### config.mk
export PLATFORM = sky130hd
export DESIGN_NAME = lsu_stbuf
export DESIGN_NICKNAME = d
export VERILOG_FILES = /design/src/logic/stbuf_pkg.sv /design/src/logic/lsu_stbuf.sv /design/src/logic/stbuf_entries.sv /design/src/logic/stbuf_fwd.sv /design/src/logic/stbuf_write_decode.sv
export SDC_FILE = /design/constraint.sdc
export NUM_CORES = 1
export LEC_CHECK = 0
export BUFFER_PORTS_ARGS = -buffer_cell sky130_fd_sc_hd__buf_2
export CORE_UTILIZATION = 50
export CTS_CLUSTER_DIAMETER = 30
export CTS_CLUSTER_SIZE = 16
export DETAILED_ROUTE_END_ITERATION = 10
export MAX_ROUTING_LAYER = met4
export PLACE_DENSITY = 0.7
export SLEW_MARGIN = 15
export SYNTH_ARGS = -nofsm -noshare
export SYNTH_HDL_FRONTEND = slang
export SYNTH_HIERARCHICAL = 1
export SYNTH_SLANG_ARGS = --single-unit
### constraint.sdc
create_clock -name clk -period 4.2 [get_ports clk]
set_input_delay 0 -clock clk [delete_from_list [all_inputs] [get_ports clk]]
set_output_delay 0 -clock clk [all_outputs]
set_load 0.02 [all_outputs]
### src/logic/stbuf_pkg.sv
`default_nettype none

package stbuf_pkg;

   // ------------------------------
   // sizes
   // ------------------------------
   parameter int STBUF_DEPTH  = 4;    // entries, power of two, at least 4
   parameter int STBUF_ADDR_W = 16;   // byte address width
   parameter int DATA_W       = 32;   // one bank
   parameter int BYTE_W       = 4;    // byte lanes per bank

   // access size of a store or a load
   typedef enum logic [1:0] {
      SIZE_BYTE = 2'b00,
      SIZE_HALF = 2'b01,
      SIZE_WORD = 2'b10
   } access_size_e;

   // life cycle of one buffer entry
   typedef enum logic [1:0] {
      ENTRY_FREE    = 2'b00,   // holds nothing
      ENTRY_PENDING = 2'b01,   // written in dc3, waiting for dc5
      ENTRY_DRAIN   = 2'b10,   // committed, goes to memory
      ENTRY_FLUSHED = 2'b11    // killed, dropped at the head
   } entry_state_e;

   // byte mask of an access at offset 0
   function automatic logic [BYTE_W-1:0] size_mask(access_size_e size);
      logic [BYTE_W-1:0] mask;
      case (size)
         SIZE_BYTE: mask = 4'b0001;
         SIZE_HALF: mask = 4'b0011;
         SIZE_WORD: mask = 4'b1111;
         default:   mask = 4'b0000;
      endcase
      return mask;
   endfunction

endpackage

`default_nettype wire

### src/logic/lsu_stbuf.sv
`timescale 1ns/1ns
`default_nettype none

module lsu_stbuf
   import stbuf_pkg::*;
#(
   parameter int DEPTH  = STBUF_DEPTH,
   parameter int ADDR_W = STBUF_ADDR_W
) (
   input  logic                 clk,
   input  logic                 rst_n,

   // store in dc3
   input  logic                 store_valid_dc3,
   input  access_size_e         store_size_dc3,
   input  logic [ADDR_W-1:0]    store_addr_dc3,
   input  logic [DATA_W-1:0]    store_data_dc3,

   input  logic                 lsu_commit_dc5,
   input  logic                 isldst_dc1,
   input  logic                 isldst_dc2,
   input  logic                 isldst_dc3,

   // memory side
   output logic                 stbuf_reqvld_any,
   output logic                 stbuf_reqvld_flushed_any,
   output logic [ADDR_W-1:0]    stbuf_addr_any,
   output logic [BYTE_W-1:0]    stbuf_byteen_any,
   output logic [DATA_W-1:0]    stbuf_data_any,
   input  logic                 lsu_stbuf_commit_any,

   output logic                 lsu_stbuf_full_any,
   output logic                 lsu_stbuf_empty_any,

   // load forwarding
   input  logic                 lsu_cmpen_dc2,
   input  logic [ADDR_W-1:0]    lsu_addr_dc2,
   input  access_size_e         load_size_dc2,
   output logic [DATA_W-1:0]    stbuf_fwddata_dc3,
   output logic [BYTE_W-1:0]    stbuf_fwdbyteen_dc3
);

   localparam int PTR_W = $clog2(DEPTH);

   logic [ADDR_W-3:0]               wr_waddr;
   logic [BYTE_W-1:0]               wr_byteen;
   logic [DATA_W-1:0]               wr_data;

   entry_state_e [DEPTH-1:0]        entry_state;
   logic [DEPTH-1:0][ADDR_W-3:0]    entry_waddr;
   logic [DEPTH-1:0][BYTE_W-1:0]    entry_byteen;
   logic [DEPTH-1:0][DATA_W-1:0]    entry_data;
   logic [PTR_W-1:0]                wr_ptr;

   // ------------------------------
   // store lane decode
   // ------------------------------
   stbuf_write_decode #(
      .ADDR_W (ADDR_W)
   ) write_decode_i (
      .store_size_dc3 (store_size_dc3),
      .store_addr_dc3 (store_addr_dc3),
      .store_data_dc3 (store_data_dc3),
      .wr_waddr       (wr_waddr),
      .wr_byteen      (wr_byteen),
      .wr_data        (wr_data)
   );

   // entry array
   stbuf_entries #(
      .DEPTH  (DEPTH),
      .ADDR_W (ADDR_W)
   ) entries_i (
      .clk                      (clk),
      .rst_n                    (rst_n),
      .store_valid_dc3          (store_valid_dc3),
      .wr_waddr                 (wr_waddr),
      .wr_byteen                (wr_byteen),
      .wr_data                  (wr_data),
      .lsu_commit_dc5           (lsu_commit_dc5),
      .isldst_dc1               (isldst_dc1),
      .isldst_dc2               (isldst_dc2),
      .isldst_dc3               (isldst_dc3),
      .lsu_stbuf_commit_any     (lsu_stbuf_commit_any),
      .entry_state              (entry_state),
      .entry_waddr              (entry_waddr),
      .entry_byteen             (entry_byteen),
      .entry_data               (entry_data),
      .wr_ptr                   (wr_ptr),
      .stbuf_reqvld_any         (stbuf_reqvld_any),
      .stbuf_reqvld_flushed_any (stbuf_reqvld_flushed_any),
      .stbuf_addr_any           (stbuf_addr_any),
      .stbuf_byteen_any         (stbuf_byteen_any),
      .stbuf_data_any           (stbuf_data_any),
      .lsu_stbuf_full_any       (lsu_stbuf_full_any),
      .lsu_stbuf_empty_any      (lsu_stbuf_empty_any)
   );

   // load forwarding, result in dc3
   stbuf_fwd #(
      .DEPTH  (DEPTH),
      .ADDR_W (ADDR_W)
   ) fwd_i (
      .clk                 (clk),
      .rst_n               (rst_n),
      .lsu_cmpen_dc2       (lsu_cmpen_dc2),
      .lsu_addr_dc2        (lsu_addr_dc2),
      .load_size_dc2       (load_size_dc2),
      .entry_state         (entry_state),
      .entry_waddr         (entry_waddr),
      .entry_byteen        (entry_byteen),
      .entry_data          (entry_data),
      .wr_ptr              (wr_ptr),
      .stbuf_fwddata_dc3   (stbuf_fwddata_dc3),
      .stbuf_fwdbyteen_dc3 (stbuf_fwdbyteen_dc3)
   );

endmodule

`default_nettype wire

### src/logic/stbuf_entries.sv
`timescale 1ns/1ns
`default_nettype none

module stbuf_entries
   import stbuf_pkg::*;
#(
   parameter int DEPTH  = STBUF_DEPTH,
   parameter int ADDR_W = STBUF_ADDR_W
) (
   input  logic                           clk,
   input  logic                           rst_n,

   // store write from dc3
   input  logic                           store_valid_dc3,
   input  logic [ADDR_W-3:0]              wr_waddr,
   input  logic [BYTE_W-1:0]              wr_byteen,
   input  logic [DATA_W-1:0]              wr_data,

   input  logic                           lsu_commit_dc5,   // resolves the dc5 store
   input  logic                           isldst_dc1,
   input  logic                           isldst_dc2,
   input  logic                           isldst_dc3,
   input  logic                           lsu_stbuf_commit_any,   // memory side pop

   // entry view for forwarding
   output entry_state_e [DEPTH-1:0]       entry_state,
   output logic [DEPTH-1:0][ADDR_W-3:0]   entry_waddr,
   output logic [DEPTH-1:0][BYTE_W-1:0]   entry_byteen,
   output logic [DEPTH-1:0][DATA_W-1:0]   entry_data,
   output logic [$clog2(DEPTH)-1:0]       wr_ptr,

   // drain head
   output logic                           stbuf_reqvld_any,
   output logic                           stbuf_reqvld_flushed_any,
   output logic [ADDR_W-1:0]              stbuf_addr_any,
   output logic [BYTE_W-1:0]              stbuf_byteen_any,
   output logic [DATA_W-1:0]              stbuf_data_any,

   output logic                           lsu_stbuf_full_any,
   output logic                           lsu_stbuf_empty_any
);

   localparam int PTR_W = $clog2(DEPTH);
   localparam int CNT_W = PTR_W + 2;   // live entries plus three in flight

   logic [PTR_W-1:0]  rd_ptr;
   logic              valid_dc4, valid_dc5;
   logic [PTR_W-1:0]  ptr_dc4, ptr_dc5;
   logic              pop;
   logic [DEPTH-1:0]  wr_en;
   logic [DEPTH-1:0]  resolve_en;
   logic [DEPTH-1:0]  pop_en;
   logic [CNT_W-1:0]  num_vld;
   logic [CNT_W-1:0]  spec_vld;

   if (DEPTH < 4 || (DEPTH & (DEPTH - 1)) != 0) begin : g_depth_check
      $error("stbuf_entries: DEPTH must be a power of two of at least 4");
   end

   assign pop = lsu_stbuf_commit_any | stbuf_reqvld_flushed_any;

   for (genvar i = 0; i < DEPTH; i++) begin : g_entry_en
      assign wr_en[i]      = store_valid_dc3 & (wr_ptr == PTR_W'(i));
      assign resolve_en[i] = valid_dc5 & (ptr_dc5 == PTR_W'(i));
      assign pop_en[i]     = pop & (rd_ptr == PTR_W'(i));
   end

   // ------------------------------
   // entry state
   // ------------------------------
   always_ff @(posedge clk or negedge rst_n) begin
      if (!rst_n) begin
         for (int i = 0; i < DEPTH; i++) begin
            entry_state[i] <= ENTRY_FREE;
         end
      end else begin
         for (int i = 0; i < DEPTH; i++) begin
            if (wr_en[i]) begin
               entry_state[i] <= ENTRY_PENDING;
            end else if (resolve_en[i]) begin
               if (lsu_commit_dc5) begin
                  entry_state[i] <= ENTRY_DRAIN;
               end else begin
                  entry_state[i] <= ENTRY_FLUSHED;
               end
            end else if (pop_en[i]) begin
               entry_state[i] <= ENTRY_FREE;
            end
         end
      end
   end

   // payload, already lane aligned by the decoder
   always_ff @(posedge clk) begin
      for (int i = 0; i < DEPTH; i++) begin
         if (wr_en[i]) begin
            entry_waddr[i]  <= wr_waddr;
            entry_byteen[i] <= wr_byteen;
            entry_data[i]   <= wr_data;
         end
      end
   end

   // ------------------------------
   // pointers and dc4/dc5 staging
   // ------------------------------
   always_ff @(posedge clk or negedge rst_n) begin
      if (!rst_n) begin
         wr_ptr    <= '0;
         rd_ptr    <= '0;
         valid_dc4 <= 1'b0;
         valid_dc5 <= 1'b0;
         ptr_dc4   <= '0;
         ptr_dc5   <= '0;
      end else begin
         if (store_valid_dc3) wr_ptr <= wr_ptr + 1'b1;
         if (pop)             rd_ptr <= rd_ptr + 1'b1;
         valid_dc4 <= store_valid_dc3;
         valid_dc5 <= valid_dc4;
         ptr_dc4   <= wr_ptr;   // slot taken by the dc3 store
         ptr_dc5   <= ptr_dc4;
      end
   end

   // ------------------------------
   // drain head
   // ------------------------------
   assign stbuf_reqvld_any         = (entry_state[rd_ptr] == ENTRY_DRAIN);
   assign stbuf_reqvld_flushed_any = (entry_state[rd_ptr] == ENTRY_FLUSHED);   // freed at next edge
   assign stbuf_addr_any           = {entry_waddr[rd_ptr], 2'b00};   // word aligned byte address
   assign stbuf_byteen_any         = entry_byteen[rd_ptr];
   assign stbuf_data_any           = entry_data[rd_ptr];

   // full and empty
   always_comb begin
      num_vld = '0;
      for (int i = 0; i < DEPTH; i++) begin
         if (entry_state[i] != ENTRY_FREE) num_vld = num_vld + 1'b1;
      end
   end

   assign spec_vld = num_vld + CNT_W'(isldst_dc1) + CNT_W'(isldst_dc2) + CNT_W'(isldst_dc3);

   assign lsu_stbuf_full_any  = (spec_vld > CNT_W'(DEPTH - 2));
   assign lsu_stbuf_empty_any = (num_vld == '0);

   // ------------------------------
   // checks
   // ------------------------------
   // the full flag must have kept the pipeline from overrunning the head
   a_write_free: assert property (@(posedge clk) disable iff (!rst_n)
      store_valid_dc3 |-> entry_state[wr_ptr] == ENTRY_FREE)
      else $error("store written into a live entry");

   a_pop_reqvld: assert property (@(posedge clk) disable iff (!rst_n)
      lsu_stbuf_commit_any |-> stbuf_reqvld_any)
      else $error("pop strobe without a committed head");

   // the slot written two cycles earlier is still waiting
   a_resolve_pending: assert property (@(posedge clk) disable iff (!rst_n)
      valid_dc5 |-> entry_state[ptr_dc5] == ENTRY_PENDING)
      else $error("dc5 resolution on an entry that is not pending");

endmodule

`default_nettype wire

### src/logic/stbuf_fwd.sv
`timescale 1ns/1ns
`default_nettype none

module stbuf_fwd
   import stbuf_pkg::*;
#(
   parameter int DEPTH  = STBUF_DEPTH,
   parameter int ADDR_W = STBUF_ADDR_W
) (
   input  logic                           clk,
   input  logic                           rst_n,

   // load compare in dc2
   input  logic                           lsu_cmpen_dc2,
   input  logic [ADDR_W-1:0]              lsu_addr_dc2,
   input  access_size_e                   load_size_dc2,

   input  entry_state_e [DEPTH-1:0]       entry_state,
   input  logic [DEPTH-1:0][ADDR_W-3:0]   entry_waddr,
   input  logic [DEPTH-1:0][BYTE_W-1:0]   entry_byteen,
   input  logic [DEPTH-1:0][DATA_W-1:0]   entry_data,
   input  logic [$clog2(DEPTH)-1:0]       wr_ptr,

   output logic [DATA_W-1:0]              stbuf_fwddata_dc3,
   output logic [BYTE_W-1:0]              stbuf_fwdbyteen_dc3
);

   localparam int PTR_W = $clog2(DEPTH);

   logic [BYTE_W-1:0]             load_mask;
   logic [DEPTH-1:0]              ldmatch;
   logic [BYTE_W-1:0]             lane_hit;   // some live entry covers the lane
   logic [BYTE_W-1:0][PTR_W-1:0]  win_idx;    // youngest entry per lane
   logic [BYTE_W-1:0]             fwd_en_dc2;
   logic [DATA_W-1:0]             fwd_data_dc2;

   assign load_mask = size_mask(load_size_dc2) << lsu_addr_dc2[1:0];

   // ------------------------------
   // address match
   // ------------------------------
   for (genvar i = 0; i < DEPTH; i++) begin : g_match
      assign ldmatch[i] = ((entry_state[i] == ENTRY_PENDING) |
                           (entry_state[i] == ENTRY_DRAIN)) &
                          (entry_waddr[i] == lsu_addr_dc2[ADDR_W-1:2]);
   end

   // oldest slot sits at wr_ptr, so later hits are younger and override
   always_comb begin
      logic [PTR_W-1:0] idx;
      lane_hit = '0;
      win_idx  = '0;
      for (int j = 0; j < DEPTH; j++) begin
         idx = wr_ptr + PTR_W'(j);
         for (int b = 0; b < BYTE_W; b++) begin
            if (ldmatch[idx] && entry_byteen[idx][b]) begin
               lane_hit[b] = 1'b1;
               win_idx[b]  = idx;
            end
         end
      end
   end

   // ------------------------------
   // byte merge
   // ------------------------------
   assign fwd_en_dc2 = lane_hit & load_mask & {BYTE_W{lsu_cmpen_dc2}};

   for (genvar b = 0; b < BYTE_W; b++) begin : g_lane
      assign fwd_data_dc2[8*b +: 8] = fwd_en_dc2[b] ? entry_data[win_idx[b]][8*b +: 8] : 8'h00;
   end

   // dc3 register
   always_ff @(posedge clk or negedge rst_n) begin
      if (!rst_n) begin
         stbuf_fwdbyteen_dc3 <= '0;
         stbuf_fwddata_dc3   <= '0;
      end else begin
         stbuf_fwdbyteen_dc3 <= fwd_en_dc2;
         stbuf_fwddata_dc3   <= fwd_data_dc2;
      end
   end

   // a dc3 lane must trace back to an entry that was live at the compare
   for (genvar b = 0; b < BYTE_W; b++) begin : g_chk
      a_fwd_live: assert property (@(posedge clk) disable iff (!rst_n)
         stbuf_fwdbyteen_dc3[b] |->
            $past(entry_state[win_idx[b]] == ENTRY_PENDING ||
                  entry_state[win_idx[b]] == ENTRY_DRAIN))
         else $error("lane %0d forwarded from a free or flushed entry", b);
   end

endmodule

`default_nettype wire

### src/logic/stbuf_write_decode.sv
`timescale 1ns/1ns
`default_nettype none

module stbuf_write_decode
   import stbuf_pkg::*;
#(
   parameter int ADDR_W = STBUF_ADDR_W
) (
   input  access_size_e        store_size_dc3,
   input  logic [ADDR_W-1:0]   store_addr_dc3,
   input  logic [DATA_W-1:0]   store_data_dc3,
   output logic [ADDR_W-3:0]   wr_waddr,
   output logic [BYTE_W-1:0]   wr_byteen,
   output logic [DATA_W-1:0]   wr_data
);

   logic [1:0]        byte_off;   // offset inside the bank
   logic [BYTE_W-1:0] base_mask;

   assign byte_off  = store_addr_dc3[1:0];
   assign base_mask = size_mask(store_size_dc3);

   // ------------------------------
   // lane alignment
   // ------------------------------
   // the access must stay inside the word, so nothing is shifted out
   assign wr_waddr  = store_addr_dc3[ADDR_W-1:2];
   assign wr_byteen = base_mask << byte_off;

   always_comb begin
      case (byte_off)
         2'd0:    wr_data = store_data_dc3;
         2'd1:    wr_data = {store_data_dc3[23:0], 8'h00};
         2'd2:    wr_data = {store_data_dc3[15:0], 16'h0000};
         default: wr_data = {store_data_dc3[7:0], 24'h000000};   // byte in lane 3
      endcase
   end

endmodule

`default_nettype wire

==> metrics.log <==
INFO  metric worstPathMaxFanout = 4
INFO  metric floorplan.initialDensity = between 50% and 60%
INFO  metric timing.critical_path.cells = or2_2 -> inv_1 -> ha_1 -> xnor2_1 -> xnor2_1 -> fa_1 -> ha_1 -> inv_1 -> fa_1 -> a211oi_1 -> mux2_2 -> o21ai_0 -> buf_2
INFO  metric wire_length_of_the_first_global_routing_pass = a little under 50000 microns
INFO  metric mappedNetlistArea = 0.0133 sq mm
INFO  metric die-area = 0.0272 sq mm
INFO  metric synthArstFlopShare = 21.3%
INFO  metric r2r_cells = 10
INFO  metric area_growth = 24.0%
INFO  metric post_cts.resized_instances = 0
INFO  metric clock_power_share = 36.6%
INFO  metric synth_seq_area_share = 55.4%
INFO  metric internal_power = 7.70 mW
INFO  metric clkTransAtPathRegs = 0.05 ns
INFO  metric via_per_inst = roughly 5.9
INFO  metric synthFlopType = sky130_fd_sc_hd__edfxtp_1
INFO  metric globalRoute.totalOverflow = 0
INFO  metric min_period_over_period = 88.8%
INFO  metric cellLeakagePower = 6.38 nW
INFO  metric grt_start_max_net_pins = 55
INFO  metric grt.met1_usage = 33.1%
INFO  metric setup_total_negative_slack = 0 ns
INFO  metric groute.layer.met3.usage = 5.37%
INFO  metric fin_skew = 0.0119 ns
INFO  metric pwr-share-seq = 31.2%
INFO  metric ir_drop = 0.964 mV
INFO  metric cts-buffers-inserted = 50
INFO  metric biggest_cell_delay_along_the_critical_path = 0.50 ns
INFO  metric clock_sinks = 254
INFO  metric io-pin-count = around 170
INFO  metric gp_weighted_congestion = 0.895
INFO  metric place_ws = 0.588 ns
INFO  metric max_freq = 268 MHz
INFO  metric timing.reg2reg.setup_slack = a little under 0.5 ns
INFO  metric vias = ~8600
INFO  metric grt.met2_usage = roughly two fifths
INFO  metric critPathArrivalTime = 3.73 ns
INFO  metric timing_max_transition_violations_final = 0
INFO  metric drt_iter0_markers = 603
INFO  metric hold_path_depth = 3
INFO  metric worst_hold_path.endpoint = entries_i/entry_data[61]$_DFFE_PP_
INFO  metric drt-pass1-iter-count = 5
INFO  metric tritoncts = yes
INFO  metric placeableCoreArea = 0.0261 sq mm
INFO  metric place_hpwl = between 20000 and 25000 microns
INFO  metric drtAntennaViolNets = 0
INFO  metric layout_setup_ws = 0.471 ns
INFO  metric drive_gt1_share = between 30% and 40%
INFO  metric fin_nets = 1168
INFO  metric initial_antenna_violation_count = 0
INFO  metric drv_cap = 0
INFO  metric synth_edf_count = 200
INFO  metric synth_warnings = 6
INFO  metric postSynthRegisterBits = between 200 and 300
INFO  metric total_number_of_h_tree_levels = 2
INFO  metric path_class = flip-flop to output pin
INFO  metric cp_slowest_cell = sky130_fd_sc_hd__fa_1
INFO  metric syn_avg_cell_area = 15.5 sq um
INFO  metric syn-instance-count = between 800 and 900
INFO  metric core.rowCount = between 50 and 60
INFO  metric cp_endpoint_kind = output pin
INFO  metric clk-insertion-delay-late = 0.55 ns
INFO  metric die_width = 165 microns
INFO  metric die_height = between 150 and 200 microns
INFO  metric global_route.peak_usage_layer = met2
INFO  metric setup_violations = 0
INFO  metric worst_slew_margin_rel = roughly two fifths
INFO  metric power_spent_charging_and_discharging_nets = 3.88 mW
INFO  metric wirelength = 32500 microns
INFO  metric start_kind = flip-flop
INFO  metric unrepaired_setup_endpoints_after_global_routing = no
INFO  metric worstPathRequired = 4.20 ns
INFO  metric gr-usage-all-layers = 25.2%
INFO  metric drt_drc_violations_left = 0
INFO  metric rr_startpoint = entries_i/entry_waddr[48]$_DFFE_PP_
INFO  metric report.final.hold_viol_count = 0
INFO  metric switching_share = roughly a third
INFO  metric cts_buffer_depth = 3
INFO  metric status = completed
INFO  metric post-cts-setup-buffer-count = 0
INFO  metric worst_pin_slew = 0.917 ns
INFO  metric wl_per_cell = 22.4 microns
INFO  metric port_buffers = 166
INFO  metric power.density_cell_area = 704 mW/mm^2
INFO  metric synth_cell_types = roughly 80
INFO  metric cts-root-buf = sky130_fd_sc_hd__clkbuf_16
INFO  metric grt_pass1_vias = ~8700
INFO  metric antenna_cells = 0
INFO  metric post-route-min-period = roughly 3.7 ns
INFO  metric hold_removal_path_class = primary input to flip-flop
INFO  metric regToRegEndpoint = fwd_i/stbuf_fwddata_dc3[26]$_DFF_PN0_
INFO  metric min-delay-start = store_data_dc3[29]
INFO  metric pwr-share-comb = 32.2%
per-layer routing:
metal | up-vias | part of all wire, %
met3 | 61 | 7.1
met1 | 4349 | 42
met5 | - | 0
li1 | 3841 | -
met2 | 319 | 49
met4 | 0 | 2.1
kinds of logic (layout without fill, tap and decap cells):
kind of cell,Yosys count,after routing,share of synthesized area (%)
AND/OR/NAND/NOR,196,196,9.24
other,1,2,0.0283
XOR/XNOR,66,66,4.47
adder cells (fa/ha/maj),19,19,1.90
AO/OA/AOI/OAI,90,90,6.15
multiplexers,150,150,19.1
flip-flops,254,254,55.4
buffers and inverters,81,336,3.65
flip-flops by register name, summed over array words and instances, names as in the netlist:
| register | count |
|---|---|
| entries_i/valid_dc5 | 1 |
| entries_i/entry_waddr | 56 |
| fwd_i/stbuf_fwddata_dc3 | 32 |
| entries_i/entry_data | 128 |
| entries_i/rd_ptr | 2 |
| entries_i/ptr_dc4 | 2 |
| entries_i/wr_ptr | 2 |
| fwd_i/stbuf_fwdbyteen_dc3 | 4 |
| entries_i/entry_state | 8 |
| entries_i/valid_dc4 | 1 |
| entries_i/ptr_dc5 | 2 |
| entries_i/entry_byteen | 16 |
synthesized netlist by cell type (3+ instances only):
| cell type | number | area (sq um) |
|---|---|---|
| sky130_fd_sc_hd__o21ai_0 | 11 | 55.1 |
| sky130_fd_sc_hd__dfrtp_1 | 54 | 1350 |
| sky130_fd_sc_hd__o22ai_2 | 3 | 37.5 |
| sky130_fd_sc_hd__nand3_1 | 7 | 35.0 |
| sky130_fd_sc_hd__a2111oi_0 | 3 | 26.3 |
| sky130_fd_sc_hd__nor2b_1 | 23 | 144 |
| sky130_fd_sc_hd__xor2_1 | 48 | 420 |
| sky130_fd_sc_hd__buf_6 | 8 | 90.1 |
| sky130_fd_sc_hd__xnor2_1 | 16 | 140 |
| sky130_fd_sc_hd__nand4_1 | 10 | 62.6 |
| sky130_fd_sc_hd__mux4_2 | 81 | 1820 |
| sky130_fd_sc_hd__and4_1 | 4 | 35.0 |
| sky130_fd_sc_hd__a211oi_1 | 13 | 97.6 |
| sky130_fd_sc_hd__mux2_2 | 7 | 78.8 |
| sky130_fd_sc_hd__and2_1 | 29 | 181 |
| sky130_fd_sc_hd__nor4_1 | 25 | 156 |
| sky130_fd_sc_hd__buf_4 | 18 | 135 |
| sky130_fd_sc_hd__o211ai_1 | 6 | 45.0 |
| sky130_fd_sc_hd__or4_1 | 9 | 67.6 |
| sky130_fd_sc_hd__nand3b_1 | 3 | 22.5 |
| sky130_fd_sc_hd__nor2_1 | 38 | 143 |
| sky130_fd_sc_hd__nand4_4 | 3 | 63.8 |
| sky130_fd_sc_hd__o2bb2ai_1 | 10 | 87.6 |
| sky130_fd_sc_hd__a211oi_2 | 4 | 50.1 |
| sky130_fd_sc_hd__a311o_1 | 4 | 40.0 |
| sky130_fd_sc_hd__nor3_1 | 7 | 35.0 |
| sky130_fd_sc_hd__or3_1 | 3 | 18.8 |
| sky130_fd_sc_hd__edfxtp_1 | 200 | 6010 |
| sky130_fd_sc_hd__buf_2 | 12 | 60.1 |
| sky130_fd_sc_hd__inv_1 | 27 | 101 |
| sky130_fd_sc_hd__mux2i_1 | 58 | 581 |
| sky130_fd_sc_hd__nand2_1 | 17 | 63.8 |
| sky130_fd_sc_hd__buf_1 | 3 | 11.3 |
| sky130_fd_sc_hd__clkbuf_1 | 7 | 26.3 |
| sky130_fd_sc_hd__a31oi_2 | 3 | 37.5 |
| sky130_fd_sc_hd__mux2_4 | 3 | 45.0 |
| sky130_fd_sc_hd__ha_1 | 17 | 213 |
| sky130_fd_sc_hd__nor4_4 | 3 | 63.8 |
| sky130_fd_sc_hd__a311oi_2 | 5 | 75.1 |
cell type report:
cell class	instances	area [sq um]
fill	1907	9610
sequential	254	7360
multi-input combinational	523	5460
clock buffer	61	1350
timing repair buffer	214	1280
clock inverter	32	470
tap	335	419
inverter	29	110
what timing repair did:
item,4_1_cts,5_1_grt
endpoints found under the hold margin,206,0
setup endpoints to repair,0,0
hold buffers,35,0
worst max path at each step:
stage               cells past startpoint                                 start                                     to  slack (ns)
global placement                       10       entries_i/wr_ptr[0]$_DFFE_PN0P_   fwd_i/stbuf_fwddata_dc3[5]$_DFF_PN0_        0.66
floorplan                              10   entries_i/entry_waddr[51]$_DFFE_PP_   fwd_i/stbuf_fwddata_dc3[5]$_DFF_PN0_        0.93
CTS                                    13  entries_i/entry_state[2]$_DFFE_PN0P_                     lsu_stbuf_full_any        0.42
detailed placement                     10   entries_i/entry_waddr[48]$_DFFE_PP_  fwd_i/stbuf_fwddata_dc3[31]$_DFF_PN0_        0.59
global route                           13  entries_i/entry_state[2]$_DFFE_PN0P_                     lsu_stbuf_full_any        0.26
finish                                 13  entries_i/entry_state[2]$_DFFE_PN0P_                     lsu_stbuf_full_any        0.47
placed cells by master, fill, tap and decap left out, types with 6 or more instances in the layout:
| cell | netlist | layout |
|---|---|---|
| sky130_fd_sc_hd__edfxtp_1 | 200 | 200 |
| sky130_fd_sc_hd__buf_2 | 12 | 166 |
| sky130_fd_sc_hd__mux4_2 | 81 | 81 |
| sky130_fd_sc_hd__mux2i_1 | 58 | 58 |
| sky130_fd_sc_hd__dfrtp_1 | 54 | 52 |
| sky130_fd_sc_hd__clkbuf_16 | 0 | 51 |
| sky130_fd_sc_hd__xor2_1 | 48 | 48 |
| sky130_fd_sc_hd__nor2_1 | 38 | 38 |
| sky130_fd_sc_hd__dlygate4sd3_1 | 0 | 35 |
| sky130_fd_sc_hd__inv_1 | 27 | 27 |
| sky130_fd_sc_hd__and2_1 | 29 | 25 |
| sky130_fd_sc_hd__nor4_1 | 25 | 25 |
| sky130_fd_sc_hd__nor2b_1 | 23 | 23 |
| sky130_fd_sc_hd__nand2_1 | 17 | 17 |
| sky130_fd_sc_hd__ha_1 | 17 | 17 |
| sky130_fd_sc_hd__xnor2_1 | 16 | 16 |
| sky130_fd_sc_hd__a211oi_1 | 13 | 13 |
| sky130_fd_sc_hd__buf_4 | 18 | 13 |
| sky130_fd_sc_hd__o21ai_0 | 11 | 11 |
| sky130_fd_sc_hd__bufinv_16 | 0 | 10 |
| sky130_fd_sc_hd__nand4_1 | 10 | 10 |
| sky130_fd_sc_hd__o2bb2ai_1 | 10 | 10 |
| sky130_fd_sc_hd__or4_1 | 9 | 9 |
| sky130_fd_sc_hd__mux2_2 | 7 | 7 |
| sky130_fd_sc_hd__nor3_1 | 7 | 7 |
| sky130_fd_sc_hd__nand3_1 | 7 | 7 |
| sky130_fd_sc_hd__clkinv_2 | 1 | 6 |
| sky130_fd_sc_hd__clkbuf_1 | 7 | 6 |
| sky130_fd_sc_hd__o211ai_1 | 6 | 6 |
power by group through the flow:
stage               clock network (mW)  registers, mW  logic (mW)
floorplan                            0           3.48        2.78
CTS                               4.28           3.62        3.77
detailed placement                   0           3.66        3.72
finish                            4.24           3.61        3.73
global placement                     0           3.63        3.66
global route                      4.41           3.67        4.02
worst max-delay path: cells and delay by family, from the launching register on:
kind | cells | cell delay [ns]
xor+xnor | 2 | 0.39
compound gates | 2 | 0.27
flops | 1 | 0.42
simple gates | 1 | 0.33
fa+ha+maj | 4 | 1.30
buf+inv | 3 | 0.28
mux | 1 | 0.18
stage by stage:
step | std cells | power, mW | hold WS, ns | util [%] | instance area [sq um]
after floorplan | 858 | 6.26 | -0.296 | - | 13300
after global placement | 1320 | 7.29 | 0.213 | 54.8 | 14300
after detailed placement | 1320 | 7.38 | 0.217 | 54.8 | 14300
after CTS | 1448 | 11.7 | 0.00744 | 63.1 | 16500
after global routing | 1448 | 12.1 | 0.0270 | 63.1 | 16500
final | 1448 | 11.6 | 0.0357 | 63.1 | 16500
Note: power is estimated with default switching activity, not from simulation.
